File: config.mk
export PLATFORM = sky130hd
export DESIGN_NAME = bb_top
export DESIGN_NICKNAME = d
export VERILOG_FILES = /design/src/design/bb_pkg.sv /design/src/design/bb_timebase.sv /design/src/design/bb_sync_correlator.sv /design/src/design/bb_link_ctrl.sv /design/src/design/bb_top.sv
export VERILOG_INCLUDE_DIRS = /design/src /design/src/design
export SDC_FILE = /design/constraint.sdc
export NUM_CORES = 1
export LEC_CHECK = 0
export ABC_CLOCK_PERIOD_IN_PS = 8400
export BUFFER_PORTS_ARGS = -buffer_cell sky130_fd_sc_hd__buf_2
export CORE_AREA = 2 2 186 188
export CTS_CLUSTER_DIAMETER = 30
export DETAILED_ROUTE_END_ITERATION = 7
export DIE_AREA = 0 0 188 190
export PLACE_DENSITY = 0.78
export SETUP_SLACK_MARGIN = 0.15
export SYNTH_ARGS = -nofsm -noshare
export SYNTH_HDL_FRONTEND = slang
export SYNTH_SLANG_ARGS = --single-unit
File: constraint.sdc
create_clock -name clk_6M -period 8.4 [get_ports clk_6M]
set_clock_uncertainty 0.1 [all_clocks]
set_input_delay 1.68 -clock clk_6M [delete_from_list [all_inputs] [get_ports clk_6M]]
set_output_delay 1.68 -clock clk_6M [all_outputs]
set_load 0.02 [all_outputs]
File: src/design/bb_params.svh
`ifndef BB_PARAMS_SVH
`define BB_PARAMS_SVH

// clk_6M cycles per 1 us bit period
`define BB_CYC_PER_US 6

// clk_6M cycles per 312.5 us half-slot
`define BB_CYC_PER_HSLOT 1875

// native and piconet clock width
`define BB_CLK_W 28

`define BB_SYNC_W 64
`define BB_LAP_W 24

// match count and threshold, 0 to 64
`define BB_CORR_W 7

// scan interval and window, in slots
`define BB_SCAN_W 16

`endif

File: src/design/bb_pkg.sv
`default_nettype none

`include "bb_params.svh"

package bb_pkg;

  typedef enum logic [1:0] {
    standby      = 2'd0,
    page_scan    = 2'd1,
    inquiry_scan = 2'd2,
    connection   = 2'd3
  } link_state_e;

  // slot number plus half-slot phase
  typedef struct packed {
    logic [`BB_CLK_W-3:0] slot;
    logic [1:0]           phase;
  } bt_clock_fields_t;

  typedef union packed {
    logic [`BB_CLK_W-1:0] raw;
    bt_clock_fields_t     fld;
  } bt_clock_u;

  typedef struct packed {
    logic [7:0]           uap;
    logic [`BB_LAP_W-1:0] lap;
  } bd_addr_t;

  // address word for the hop kernel
  typedef struct packed {
    logic [3:0]           uap_lo;
    logic [`BB_LAP_W-1:0] lap;
  } hop_addr_t;

  typedef struct packed {
    logic [`BB_SCAN_W-1:0] interval;
    logic [`BB_SCAN_W-1:0] window;
  } scan_cfg_t;

endpackage

`default_nettype wire

File: src/design/bb_timebase.sv
`default_nettype none

`include "bb_params.svh"

module bb_timebase (
  input  logic                 clk_6M,
  input  logic                 rstz,
  input  logic                 is_master,
  input  logic [`BB_CLK_W-1:0] clk_offset,
  output logic                 tick_1us,
  output logic                 half_slot_p,
  output logic                 slot_p,
  output bb_pkg::bt_clock_u    clkn,
  output bb_pkg::bt_clock_u    clk
);

  localparam int US_W    = $clog2(`BB_CYC_PER_US);
  localparam int HSLOT_W = $clog2(`BB_CYC_PER_HSLOT);

  logic [US_W-1:0]    us_cnt;
  logic [HSLOT_W-1:0] hs_cnt;
  logic               us_wrap;
  logic               hs_wrap;
  bb_pkg::bt_clock_u  clkn_nxt;

  assign us_wrap = (us_cnt == US_W'(`BB_CYC_PER_US - 1));
  assign hs_wrap = (hs_cnt == HSLOT_W'(`BB_CYC_PER_HSLOT - 1));

  always_comb
  begin
    clkn_nxt.raw = clkn.raw + 1'b1;
    // slave runs on native clock plus offset, wraps at 2^28
    clk.raw      = is_master ? clkn.raw : clkn.raw + clk_offset;
  end

  always_ff @(posedge clk_6M or negedge rstz)
  begin
    if (!rstz)
    begin
      us_cnt   <= '0;
      tick_1us <= 1'b0;
    end
    else
    begin
      tick_1us <= us_wrap;
      us_cnt   <= us_wrap ? '0 : us_cnt + 1'b1;
    end
  end

  // native clock, one count per half-slot
  always_ff @(posedge clk_6M or negedge rstz)
  begin
    if (!rstz)
    begin
      hs_cnt      <= '0;
      clkn        <= '0;
      half_slot_p <= 1'b0;
      slot_p      <= 1'b0;
    end
    else
    begin
      half_slot_p <= hs_wrap;
      // slot boundary when the new phase is even
      slot_p      <= hs_wrap & ~clkn_nxt.fld.phase[0];
      if (hs_wrap)
      begin
        hs_cnt <= '0;
        clkn   <= clkn_nxt;
      end
      else
        hs_cnt <= hs_cnt + 1'b1;
    end
  end

endmodule

`default_nettype wire

File: src/design/bb_sync_correlator.sv
`default_nettype none

`include "bb_params.svh"

module bb_sync_correlator (
  input  logic                  clk_6M,
  input  logic                  rstz,
  input  logic                  rxbit,
  input  logic                  tick_1us,
  input  logic                  corr_en,
  input  logic [`BB_SYNC_W-1:0] expected_word,
  input  logic [`BB_CORR_W-1:0] corr_threshold,
  output logic                  sync_hit_p
);

  localparam int CORR_W = `BB_CORR_W;

  logic [1:0]            rx_meta;
  logic [`BB_SYNC_W-1:0] rx_window;
  logic [`BB_SYNC_W-1:0] agree;
  logic [CORR_W-1:0]     match_cnt;
  logic                  tick_d;

  // two-flop resync of the async receive bit
  always_ff @(posedge clk_6M or negedge rstz)
  begin
    if (!rstz)
      rx_meta <= 2'b00;
    else
      rx_meta <= {rx_meta[0], rxbit};
  end

  // sliding window, oldest bit ends up in the msb
  always_ff @(posedge clk_6M or negedge rstz)
  begin
    if (!rstz)
      rx_window <= '0;
    else if (tick_1us)
      rx_window <= {rx_window[`BB_SYNC_W-2:0], rx_meta[1]};
  end

  assign agree = rx_window ~^ expected_word;

  always_comb
  begin
    match_cnt = '0;
    for (int i = 0; i < `BB_SYNC_W; i++)
    begin
      match_cnt = match_cnt + CORR_W'(agree[i]);
    end
  end

  // count is valid the cycle after the shift
  always_ff @(posedge clk_6M or negedge rstz)
  begin
    if (!rstz)
    begin
      tick_d     <= 1'b0;
      sync_hit_p <= 1'b0;
    end
    else
    begin
      tick_d     <= tick_1us;
      sync_hit_p <= tick_d & corr_en & (match_cnt >= corr_threshold);
    end
  end

endmodule

`default_nettype wire

File: src/design/bb_link_ctrl.sv
`default_nettype none

`include "bb_params.svh"

module bb_link_ctrl (
  input  logic                  clk_6M,
  input  logic                  rstz,
  input  logic                  slot_p,
  input  logic                  page_scan_en_p,
  input  logic                  inquiry_scan_en_p,
  input  logic                  scan_cancel_p,
  input  logic                  detach_p,
  input  bb_pkg::scan_cfg_t     page_scan_cfg,
  input  bb_pkg::scan_cfg_t     inquiry_scan_cfg,
  input  bb_pkg::bd_addr_t      my_addr,
  input  bb_pkg::bd_addr_t      giac_addr,
  input  bb_pkg::bd_addr_t      master_addr,
  input  logic [`BB_SYNC_W-1:0] my_syncword,
  input  logic [`BB_SYNC_W-1:0] giac_syncword,
  input  logic [`BB_SYNC_W-1:0] master_syncword,
  input  logic                  sync_hit_p,
  output bb_pkg::link_state_e   link_state,
  output logic                  scan_window,
  output logic                  corr_en,
  output logic                  inquiry_hit_p,
  output logic [`BB_SYNC_W-1:0] expected_word,
  output bb_pkg::hop_addr_t     hop_addr
);

  bb_pkg::link_state_e   state_q;
  bb_pkg::link_state_e   state_d;
  bb_pkg::scan_cfg_t     cfg;
  bb_pkg::bd_addr_t      sel_addr;
  logic                  scanning;
  logic                  scan_armed;
  logic [`BB_SCAN_W-1:0] slot_cnt;
  logic [`BB_SCAN_W-1:0] slot_last;

  assign scanning  = (state_q == bb_pkg::page_scan) || (state_q == bb_pkg::inquiry_scan);
  assign cfg       = (state_q == bb_pkg::inquiry_scan) ? inquiry_scan_cfg : page_scan_cfg;
  // interval of zero behaves as one slot
  assign slot_last = (cfg.interval == '0) ? '0 : cfg.interval - 1'b1;

  always_comb
  begin
    state_d = state_q;
    case (state_q)
      bb_pkg::standby:
        if (page_scan_en_p)
          state_d = bb_pkg::page_scan;
        else if (inquiry_scan_en_p)
          state_d = bb_pkg::inquiry_scan;
      bb_pkg::page_scan:
        if (scan_cancel_p)
          state_d = bb_pkg::standby;
        else if (sync_hit_p)
          state_d = bb_pkg::connection;
      bb_pkg::inquiry_scan:
        if (scan_cancel_p)
          state_d = bb_pkg::standby;
      bb_pkg::connection:
        if (detach_p)
          state_d = bb_pkg::standby;
      default:
        state_d = bb_pkg::standby;
    endcase
  end

  always_ff @(posedge clk_6M or negedge rstz)
  begin
    if (!rstz)
    begin
      state_q       <= bb_pkg::standby;
      inquiry_hit_p <= 1'b0;
    end
    else
    begin
      state_q       <= state_d;
      inquiry_hit_p <= (state_q == bb_pkg::inquiry_scan) & sync_hit_p;
    end
  end

  // slot counter, first slot_p after entry marks slot zero
  always_ff @(posedge clk_6M or negedge rstz)
  begin
    if (!rstz)
    begin
      scan_armed <= 1'b0;
      slot_cnt   <= '0;
    end
    else if (!scanning)
    begin
      scan_armed <= 1'b0;
      slot_cnt   <= '0;
    end
    else if (slot_p)
    begin
      scan_armed <= 1'b1;
      if (!scan_armed || slot_cnt >= slot_last)
        slot_cnt <= '0;
      else
        slot_cnt <= slot_cnt + 1'b1;
    end
  end

  assign scan_window = scanning & scan_armed & (slot_cnt < cfg.window);
  assign corr_en     = scan_window | (state_q == bb_pkg::connection);
  assign link_state  = state_q;

  // sync word and hop address follow the state
  always_comb
  begin
    case (state_q)
      bb_pkg::page_scan:
      begin
        expected_word = my_syncword;
        sel_addr      = my_addr;
      end
      bb_pkg::inquiry_scan:
      begin
        expected_word = giac_syncword;
        sel_addr      = giac_addr;
      end
      default:
      begin
        expected_word = master_syncword;
        sel_addr      = master_addr;
      end
    endcase
  end

  assign hop_addr = {sel_addr.uap[3:0], sel_addr.lap};

endmodule

`default_nettype wire

File: src/design/bb_top.sv
`default_nettype none

`include "bb_params.svh"

module bb_top (
  input  logic                  clk_6M,
  input  logic                  rstz,
  input  logic                  rxbit,
  input  logic                  is_master,
  input  logic [`BB_CLK_W-1:0]  clk_offset,
  input  bb_pkg::bd_addr_t      my_addr,
  input  bb_pkg::bd_addr_t      giac_addr,
  input  bb_pkg::bd_addr_t      master_addr,
  input  logic [`BB_SYNC_W-1:0] my_syncword,
  input  logic [`BB_SYNC_W-1:0] giac_syncword,
  input  logic [`BB_SYNC_W-1:0] master_syncword,
  input  bb_pkg::scan_cfg_t     page_scan_cfg,
  input  bb_pkg::scan_cfg_t     inquiry_scan_cfg,
  input  logic [`BB_CORR_W-1:0] corr_threshold,
  input  logic                  page_scan_en_p,
  input  logic                  inquiry_scan_en_p,
  input  logic                  scan_cancel_p,
  input  logic                  detach_p,
  output bb_pkg::bt_clock_u     clkn,
  output bb_pkg::bt_clock_u     clk,
  output logic                  half_slot_p,
  output bb_pkg::link_state_e   link_state,
  output logic                  scan_window,
  output logic                  sync_hit_p,
  output logic                  inquiry_hit_p,
  output bb_pkg::hop_addr_t     hop_addr
);

  logic                  tick_1us;
  logic                  slot_p;
  logic                  corr_en;
  logic [`BB_SYNC_W-1:0] expected_word;

  bb_timebase u_timebase (
    .clk_6M      (clk_6M),
    .rstz        (rstz),
    .is_master   (is_master),
    .clk_offset  (clk_offset),
    .tick_1us    (tick_1us),
    .half_slot_p (half_slot_p),
    .slot_p      (slot_p),
    .clkn        (clkn),
    .clk         (clk)
  );

  bb_sync_correlator u_correlator (
    .clk_6M         (clk_6M),
    .rstz           (rstz),
    .rxbit          (rxbit),
    .tick_1us       (tick_1us),
    .corr_en        (corr_en),
    .expected_word  (expected_word),
    .corr_threshold (corr_threshold),
    .sync_hit_p     (sync_hit_p)
  );

  bb_link_ctrl u_link_ctrl (
    .clk_6M            (clk_6M),
    .rstz              (rstz),
    .slot_p            (slot_p),
    .page_scan_en_p    (page_scan_en_p),
    .inquiry_scan_en_p (inquiry_scan_en_p),
    .scan_cancel_p     (scan_cancel_p),
    .detach_p          (detach_p),
    .page_scan_cfg     (page_scan_cfg),
    .inquiry_scan_cfg  (inquiry_scan_cfg),
    .my_addr           (my_addr),
    .giac_addr         (giac_addr),
    .master_addr       (master_addr),
    .my_syncword       (my_syncword),
    .giac_syncword     (giac_syncword),
    .master_syncword   (master_syncword),
    .sync_hit_p        (sync_hit_p),
    .link_state        (link_state),
    .scan_window       (scan_window),
    .corr_en           (corr_en),
    .inquiry_hit_p     (inquiry_hit_p),
    .expected_word     (expected_word),
    .hop_addr          (hop_addr)
  );

endmodule

`default_nettype wire

==> flow_summary.ini, run 1 <==
[outcome]
status = finished clean

[critical_path]
cp-end-kind = flop
crit_start = giac_syncword[24]
worst-path-buf-inv = 4
slowest_delay_ns = 0.59
crit_fanout = 2
rr_startpoint = u_link_ctrl.link_state[0]$_DFFE_PN0P_
critPathKind = input port to flop
cp_slowest_cell = fa_1
worst_ep_required_time_ns = 8.61
critPathArrivalTime_ns = 8.50
r2r.worst_path.cells = 29
cp-start-kind = input port
r2r_slack_ns = 0.19
r2r-end = u_correlator.sync_hit_p$_DFF_PN0_
cpLargestDelayFamily = adder cells
cp_common_cell = fa_1

[cts]
cts_buffers = 17
clkSinkCount = 133
clockBufferDepth = 2
cts_tree = built
insertion_delay_ns = 0.43
cts-root-buf = clkbuf_16
cts_max_level = 4
path_clk_slew_ns = 0.06
postCtsHoldBufs = 0

[synth]
synth_area_um2 = 12800
synth_area_per_cell_um2 = 8.76
syn_nets = 2006
synth_cell_types = 63
yosysSeqAreaShare_pct = 25.9
ys_async_sr_fraction_pct = 100
synth_area_leader_cell = dfrtp_1
synth_edf_count = 0
ys_ff_latch = 133
synthFlopType = dfrtp_1
synthCells = 1465
synth_warnings = 0
synth_top_area_share_pct = 25.9
synth_area_leaders = dfrtp_1, ha_1, fa_1

[final_layout]
final_nets = 2449
drive_above_1_share_pct = 34.6
area_growth_pct = 29.2

[grt]
antenna_found_initial = 14
grt_start_max_net_pins = 95
grt_usage_pct = 22.7
grt_pass1_vias = 12300
grt_pass1_wl_mm = 64.8
grt_overflow = 0

[placement]
place_congestion = 0.915
io_buffers = 472
hpwl_mm = 33.7

[timing]
finalSetupTns_ns = 0
worst_pin_slew_ns = 1.23
final.min_clock_period_ns = 8.29
finalCritPeriodShare_pct = 98.7
fmax_mhz = 121
final_max_slew_viol_count = 0
setup_viol = 0
timing_hold_violations_final = 0
max-slew-margin-rel_pct = 18.1
rsz0062_at_grt = yes

[flow_run]
cap_viol_max_count = 0

[route]
drtIter0Drc = 935
vias = 12800
routedWlPerCell_um = 17.7
via_per_inst = 5.36
detail-route-antenna-nets = 0
finalWirelength_mm = 42.1
drc = 0
dr.pass1.iters = 5

[worst_hold_path]
min-delay-start = u_correlator.rx_meta[0]$_DFF_PN0_
min_to = u_correlator.rx_meta[1]$_DFF_PN0_
hold_depth = 0
worstHoldPathType = flop to flop

[die]
die_h_um = 190
core_area_um2 = 33900
initial_utilization_pct = 37.8
ios = 485
die_area_um2 = 35700
placementRows = 68
die_w_um = 188
## state kept, by name, summed over array words and instances (netlist names)
| signal | cells |
|---|---|
| u_correlator.rx_meta | 2 |
| u_correlator.rx_window | 64 |
| u_correlator.sync_hit_p | 1 |
| u_correlator.tick_d | 1 |
| u_link_ctrl.inquiry_hit_p | 1 |
| u_link_ctrl.link_state | 2 |
| u_link_ctrl.scan_armed | 1 |
| u_link_ctrl.slot_cnt | 16 |
| u_timebase.clkn | 28 |
| u_timebase.half_slot_p | 1 |
| u_timebase.hs_cnt | 11 |
| u_timebase.slot_p | 1 |
| u_timebase.tick_1us | 1 |
| u_timebase.us_cnt | 3 |
## cell usage in the layout (no fill, tap or decap), types with 21 or more instances in the layout
cell type	instances
mux2_2	70
a22oi_1	81
a21oi_1	134
xor2_1	50
o21ai_0	58
buf_2	468
fa_1	52
inv_1	59
nor3_1	21
nand3_1	45
ha_1	86
buf_4	24
dfrtp_1	132
nand2_1	100
nor2_1	143
mux2i_1	33
a21o_1	26
xnor2_1	79
## per-stage QoR
stage / hold WS (ns) / setup WS, ns / instances / cell area [µm²] / util, %
global route: 0.258 / -0.105 / 2380 / 16600 / 48.8
finish: 0.258 / 0.105 / 2380 / 16600 / 48.8
floorplan: 0.231 / 0.161 / 1465 / 12800 / -
CTS: 0.256 / 0.0185 / 2371 / 16400 / 48.3
global placement: 0.240 / -0.520 / 2340 / 15700 / 46.4
detailed placement: 0.239 / -0.600 / 2340 / 15700 / 46.4
## how the worst max path moves through the flow
stage / endpoint / slack, ns / cells past startpoint
2_1_floorplan: u_correlator.sync_hit_p$_DFF_PN0_ / 0.16 / 27
3_3_place_gp: u_correlator.sync_hit_p$_DFF_PN0_ / -0.52 / 28
3_5_place_dp: u_correlator.sync_hit_p$_DFF_PN0_ / -0.60 / 28
4_1_cts: u_correlator.sync_hit_p$_DFF_PN0_ / 0.02 / 30
5_1_grt: u_correlator.sync_hit_p$_DFF_PN0_ / -0.11 / 30
6_report: u_correlator.sync_hit_p$_DFF_PN0_ / 0.11 / 26
## final cells by class
cell class / instances / area (µm²)
Timing Repair Buffer: 502 / 2680
Clock inverter: 12 / 124
Clock buffer: 19 / 443
Inverter: 63 / 236
Multi-Input combinational cell: 1191 / 9190
Fill cell: 3147 / 17400
Tap cell: 455 / 569
Sequential cell: 133 / 3330
Antenna cell: 5 / 12.5
## synth_stat cells, drive strengths merged, types with 4 or more instances
cell type / instances
o21ai: 61
nand4: 16
fa: 55
mux2i: 33
a211oi: 6
a31oi: 4
a21oi: 148
or3: 7
dfrtp: 133
nand3: 45
a21o: 26
nand3b: 4
o211ai: 12
nand2b: 11
xor2: 52
and4: 5
nor2: 143
o221ai: 5
nor3b: 4
nor3: 21
o21a: 6
xnor2: 82
and3: 20
inv: 63
nand2: 100
mux2: 70
buf: 21
o21bai: 4
a22oi: 93
o31ai: 4
and2: 16
clkbuf: 57
ha: 91
or2: 6
nor2b: 13
## layer usage
metal | share of wire, % | track usage (%) | vias to the layer above | wire [µm]
li1 | - | - | 6111 | -
met1 | 41 | 29.2 | 6038 | 17400
met2 | 49 | 39.4 | 531 | 20700
met3 | 6.3 | 3.34 | 78 | 2650
met4 | 3.1 | 7.03 | 2 | 1320
met5 | 0.031 | 0 | - | 13
## kinds of logic after synthesis
family	synth area share, %
buf+inv	4.24
mux	8.71
compound gates	19.0
xor+xnor	9.14
simple gates	15.5
flops	25.9
fa+ha+maj	17.4
## repair_timing
item	4_1_cts	5_1_grt
resized for setup	19	27
cloned	0	0
endpoints found under the setup margin	1	1
buffers inserted	0	4
pin swaps	23	38
Power of run 1 is left out: the tool's default activity adds up to more than one toggle a clock period on the data nets, which glitch-free logic cannot reach.
==> run 2, diff against run 1 <==
--- a/config.mk
+++ b/config.mk
@@ -8,12 +8,13 @@
 export LEC_CHECK = 0
 export ABC_CLOCK_PERIOD_IN_PS = 8400
 export BUFFER_PORTS_ARGS = -buffer_cell sky130_fd_sc_hd__buf_2
-export CORE_AREA = 2 2 186 188
+export CORE_AREA = 2 2 187 189
 export CTS_CLUSTER_DIAMETER = 30
 export DETAILED_ROUTE_END_ITERATION = 7
-export DIE_AREA = 0 0 188 190
-export PLACE_DENSITY = 0.78
+export DIE_AREA = 0 0 189 191
+export PLACE_DENSITY = 0.79
 export SETUP_SLACK_MARGIN = 0.15
 export SYNTH_ARGS = -nofsm -noshare
 export SYNTH_HDL_FRONTEND = slang
+export SYNTH_HIERARCHICAL = 1
 export SYNTH_SLANG_ARGS = --single-unit
==> flow_summary.ini, run 2 <==
[worst_hold_path]
min_to = u_correlator/rx_meta[1]$_DFF_PN0_
worstHoldPathType = flop to flop
hold_depth = 0
min-delay-start = u_correlator/rx_meta[0]$_DFF_PN0_

[synth]
ys_top_cells_by_count = a21oi_1, nor2_1, dfrtp_1
ys_ff_latch = 133
synth_warnings = 6
synth_top_area_share_pct = 25.0
synth_cell_types = 73
synth_area_per_cell_um2 = 8.91
synthFlopType = dfrtp_1
synth_edf_count = 0
ys_async_sr_fraction_pct = 100
yosysMostFrequentCell = a21oi_1
yosysSeqAreaShare_pct = 25.0
syn_nets = 2036
synth_area_leaders = dfrtp_1, ha_1, fa_1
synthCells = 1492
synth_area_um2 = 13300
synth_area_leader_cell = dfrtp_1

[timing]
timing_hold_violations_final = 0
worst_pin_slew_ns = 1.22
final.min_clock_period_ns = 8.21
rsz0062_at_grt = yes
finalCritPeriodShare_pct = 97.7
final_max_slew_viol_count = 0
max-slew-margin-rel_pct = 18.8
fmax_mhz = 122
finalSetupTns_ns = 0
setup_viol = 0

[final_layout]
drive_above_1_share_pct = 33.1
stdcell_area_um2 = 16900
largest-register = u_correlator/rx_window
utilization_pct = 49.4
largestRegisters = u_correlator/rx_window: 64 flops, u_timebase/clkn: 28 flops, u_link_ctrl/slot_cnt: 16 flops
final_common_cell = buf_2
final_cell_mix = buf_2, nor2_1, a21oi_1
area_growth_pct = 26.9
fin_cells = 2423
largest_reg_flops = 64
final_nets = 2482

[grt]
grt_pass1_vias = 12900
grt_start_max_net_pins = 76
grt_usage_pct = 27.0
grt_pass1_wl_mm = 74.6
antenna_found_initial = 29
grt_overflow = 0

[cts]
cts-root-buf = clkbuf_16
clkSinkCount = 133
cts_max_level = 4
clockBufferDepth = 2
cts_buffers = 17
insertion_delay_ns = 0.43
path_clk_slew_ns = 0.06
postCtsHoldBufs = 0
cts_tree = built

[placement]
placed_cells = 2374
io_buffers = 472
hpwl_mm = 41.1
dpl_cell_area_um2 = 16200
place_congestion = 0.936

[route]
drc = 0
routedWlPerCell_um = 20.8
via_per_inst = 5.51
detail-route-antenna-nets = 0
dr.pass1.iters = 7
vias = 13300
drtIter0Drc = 1089
finalWirelength_mm = 50.5

[critical_path]
cp-start-kind = input port
cp_slowest_cell = fa_1
r2r-end = u_correlator/sync_hit_p$_DFF_PN0_
crit_fanout = 3
critPathKind = input port to flop
rr_startpoint = u_link_ctrl/link_state[1]$_DFFE_PN0P_
cp-end-kind = flop
r2r_slack_ns = 0.36
cp_common_cell = fa_1
crit_chain = buf_2 -> a22oi_1 -> a21oi_1 -> xor2_1 -> fa_1 -> fa_1 -> inv_1 -> fa_1 -> fa_1 -> fa_1 -> fa_1 -> fa_1 -> fa_1 -> fa_2 -> ha_1 -> a211oi_2 -> o21bai_1 -> a21oi_2 -> xnor2_1 -> ha_1 -> nand4_1 -> a21oi_2 -> o211a_1
critPathArrivalTime_ns = 8.41
slowest_delay_ns = 0.56
r2r.worst_path.cells = 25
worst_ep_required_time_ns = 8.60
crit_start = giac_syncword[0]

[die]
die_area_um2 = 36100
die_h_um = 191
die_w_um = 189
ios = 485
initial_utilization_pct = 39.0
core_area_um2 = 34100
placementRows = 68

[flow_run]
cap_viol_max_count = 0

[outcome]
status = finished clean
## run 2: cell types whose count changed in the layout (fill, tap and decap cells not counted), moves of 12 or more
cell and change:
buf_4 +15, nand4_1 +15, inv_1 +31, diode_2 +12
mux2_4 +60, mux2_2 -65, o21ai_0 -15
## run 2: cell families after synthesis
group | Yosys count | synth area share [%]
simple gates | 413 | 15.0
compound gates | 396 | 19.1
buf+inv | 175 | 5.59
fa+ha+maj | 149 | 17.1
flops | 133 | 25.0
xor+xnor | 126 | 8.30
mux | 100 | 9.88
## run 2: critical path, delay by kind of cell
family | cells | cell delay [ns]
adder cells (fa/ha/maj) | 11 | 4.93
AND/OR/NAND/NOR | 1 | 0.10
XOR/XNOR | 2 | 0.35
buffers and inverters | 2 | 0.22
AO/OA/AOI/OAI | 7 | 1.14
## run 2: metrics by stage
step	hold WS [ns]	worst slack, ns
2_1_floorplan	0.231	0.152
3_3_place_gp	0.240	-0.516
3_5_place_dp	0.248	-0.536
4_1_cts	0.260	0.184
5_1_grt	0.277	-0.0441
6_report	0.260	0.193
## run 2: what timing repair did
action / in CTS / in global routing
hold endpoints to repair: 0 / 0
setup endpoints to repair: 1 / 1
resized for setup: 8 / 2
pin swaps: 20 / 5
buffers inserted: 0 / 0
## run 2: area by class of cell
| class | count | area, µm² |
|---|---|---|
| antenna | 17 | 42.5 |
| clock buffer | 18 | 429 |
| clock inverter | 14 | 150 |
| fill | 3206 | 17300 |
| inverter | 90 | 338 |
| multi-input combinational | 1184 | 9320 |
| sequential | 133 | 3330 |
| tap | 455 | 569 |
| timing repair buffer | 512 | 2680 |
## run 2: worst max-delay path by stage
stage / cells after the start / slack [ns] / end
after floorplan: 26 / 0.15 / u_correlator/sync_hit_p$_DFF_PN0_
after global placement: 28 / -0.52 / u_correlator/sync_hit_p$_DFF_PN0_
after detailed placement: 28 / -0.54 / u_correlator/sync_hit_p$_DFF_PN0_
after CTS: 27 / 0.18 / u_correlator/sync_hit_p$_DFF_PN0_
after global routing: 23 / -0.04 / u_correlator/sync_hit_p$_DFF_PN0_
final: 23 / 0.19 / u_correlator/sync_hit_p$_DFF_PN0_
## run 2: layer usage
layer  wire length, µm  up-vias  global-route usage (%)
met5                21        -                       0
met4              1710        4                    11.8
met3              4390       81                    6.87
met1             19900     6411                    33.4
li1                  -     6247                       -
met2             24500      601                    44.6
Power of run 2 is left out for the same reason.
==> run 3, diff against run 2 <==
--- a/config.mk
+++ b/config.mk
@@ -13,6 +13,7 @@
 export DETAILED_ROUTE_END_ITERATION = 7
 export DIE_AREA = 0 0 189 191
 export PLACE_DENSITY = 0.79
+export RECOVER_POWER = 25
 export SETUP_SLACK_MARGIN = 0.15
 export SYNTH_ARGS = -nofsm -noshare
 export SYNTH_HDL_FRONTEND = slang
==> flow_summary.ini, run 3 (synthesis results as in run 2) <==
[route]
finalWirelength_mm = 50.4
vias = 13300
detail-route-antenna-nets = 0
drtIter0Drc = 1034
via_per_inst = 5.48
routedWlPerCell_um = 20.8
dr.pass1.iters = 6
drc = 0

[critical_path]
rr_startpoint = u_link_ctrl/link_state[0]$_DFFE_PN0P_
crit_fanout = 4
worst_ep_required_time_ns = 8.65
critPathKind = input port to flop
endpoint = u_correlator/sync_hit_p$_DFF_PN0_
cp-start-kind = input port
critPathArrivalTime_ns = 8.47
r2r_slack_ns = 0.36
r2r.worst_path.cells = 25
cp-end-kind = flop
crit_start = giac_syncword[38]
r2r-end = u_correlator/sync_hit_p$_DFF_PN0_

[cts]
clockBufferDepth = 2
cts-root-buf = clkbuf_16
insertion_delay_ns = 0.43
post_cts_buffers = 0
clkSinkCount = 133
postCtsHoldBufs = 0
cts_tree = built
path_clk_slew_ns = 0.06
cts_max_level = 4
cts_buffers = 17

[placement]
place_congestion = 0.936
io_buffers = 472
hpwl_mm = 41.1
pre_cts_ws_ns = -0.536

[die]
die_w_um = 189
core_area_um2 = 34100
initial_utilization_pct = 39.0
placementRows = 68
ios = 485
die_h_um = 191
die_area_um2 = 36100

[timing]
timing.final.ws_setup_ns = 0.180
fmax_mhz = 122
setup_viol = 0
finalCritPeriodShare_pct = 97.9
timing_hold_violations_final = 0
final_max_slew_viol_count = 126
max-slew-margin-rel_pct = -130
worst_pin_slew_ns = 3.44
rsz0062_at_grt = yes
final.min_clock_period_ns = 8.22

[grt]
grt_pass1_wl_mm = 74.6
grt_overflow = 0
grt_pass1_vias = 12900
grt_usage_pct = 27.0
antenna_found_initial = 29
grt_start_max_net_pins = 76

[final_layout]
final_common_cell = buf_2
area_growth_pct = 26.2
largestRegisters = u_correlator/rx_window: 64 flops, u_timebase/clkn: 28 flops, u_link_ctrl/slot_cnt: 16 flops
largest_reg_flops = 64
drive_above_1_share_pct = 32.0
largest-register = u_correlator/rx_window
final_nets = 2482
final_cell_mix = buf_2, nor2_1, a21oi_1

[worst_hold_path]
hold_depth = 0
worstHoldPathType = flop to flop

[outcome]
violations = max-capacitance violations, max-slew violations
status = complete, but fails checks

[flow_run]
cap_viol_max_count = 2
run 3: layout make-up:
| type | instances | area, µm² |
|---|---|---|
| Fill cell | 3228 | 17300 |
| Multi-Input combinational cell | 1184 | 9250 |
| Sequential cell | 133 | 3330 |
| Timing Repair Buffer | 512 | 2670 |
| Tap cell | 455 | 569 |
| Clock buffer | 18 | 429 |
| Inverter | 90 | 338 |
| Clock inverter | 14 | 150 |
| Antenna cell | 17 | 42.5 |
run 3: critical path: stages:
cell	delay (ns)
buf_2	0.12
a22oi_2	0.20
a21oi_2	0.09
buf_4	0.16
xor2_1	0.16
fa_1	0.55
inv_1	0.05
fa_1	0.47
inv_1	0.06
fa_1	0.48
fa_1	0.54
inv_1	0.08
fa_1	0.48
fa_1	0.52
inv_1	0.06
fa_1	0.46
fa_1	0.52
inv_1	0.05
ha_2	0.19
fa_2	0.37
a211oi_2	0.20
nor2_1	0.08
o21ai_1	0.12
nand2b_1	0.11
ha_4	0.30
nand4_1	0.11
a21oi_2	0.13
o211a_1	0.16
run 3: how the worst min path moves through the flow:
stage | startpoint | to
floorplan | u_correlator/rx_meta[0]$_DFF_PN0_ | u_correlator/rx_meta[1]$_DFF_PN0_
global placement | u_correlator/rx_meta[0]$_DFF_PN0_ | u_correlator/rx_meta[1]$_DFF_PN0_
detailed placement | u_correlator/rx_meta[0]$_DFF_PN0_ | u_correlator/rx_meta[1]$_DFF_PN0_
CTS | u_correlator/rx_meta[0]$_DFF_PN0_ | u_correlator/rx_meta[1]$_DFF_PN0_
global route | u_correlator/rx_meta[0]$_DFF_PN0_ | u_correlator/rx_meta[1]$_DFF_PN0_
finish | u_correlator/rx_meta[0]$_DFF_PN0_ | u_correlator/rx_meta[1]$_DFF_PN0_
run 3: timing repair:
item / in CTS / in global routing
setup endpoints to repair: 1 / 1
resized for setup: 8 / 2
pin swaps: 20 / 5
cloned: 0 / 0
run 3: per-layer routing:
metal | wire length [µm] | up-vias | global-route usage [%]
li1 | - | 6243 | -
met1 | 19900 | 6348 | 33.4
met2 | 24300 | 610 | 44.6
met3 | 4340 | 81 | 6.87
met4 | 1850 | 4 | 11.8
met5 | 21 | - | 0
run 3: through the flow:
step | cells | instance area [µm²] | hold WS [ns] | TNS (ns) | util, %
floorplan | 1492 | 13300 | 0.231 | 0 | -
global placement | 2374 | 16200 | 0.240 | -0.516 | 47.5
detailed placement | 2374 | 16200 | 0.248 | -0.536 | 47.5
CTS | 2406 | 16800 | 0.260 | 0 | 49.3
global route | 2422 | 16800 | 0.277 | -0.0441 | 49.2
finish | 2423 | 16800 | 0.260 | 0 | 49.2
Power of run 3 is left out for the same reason.
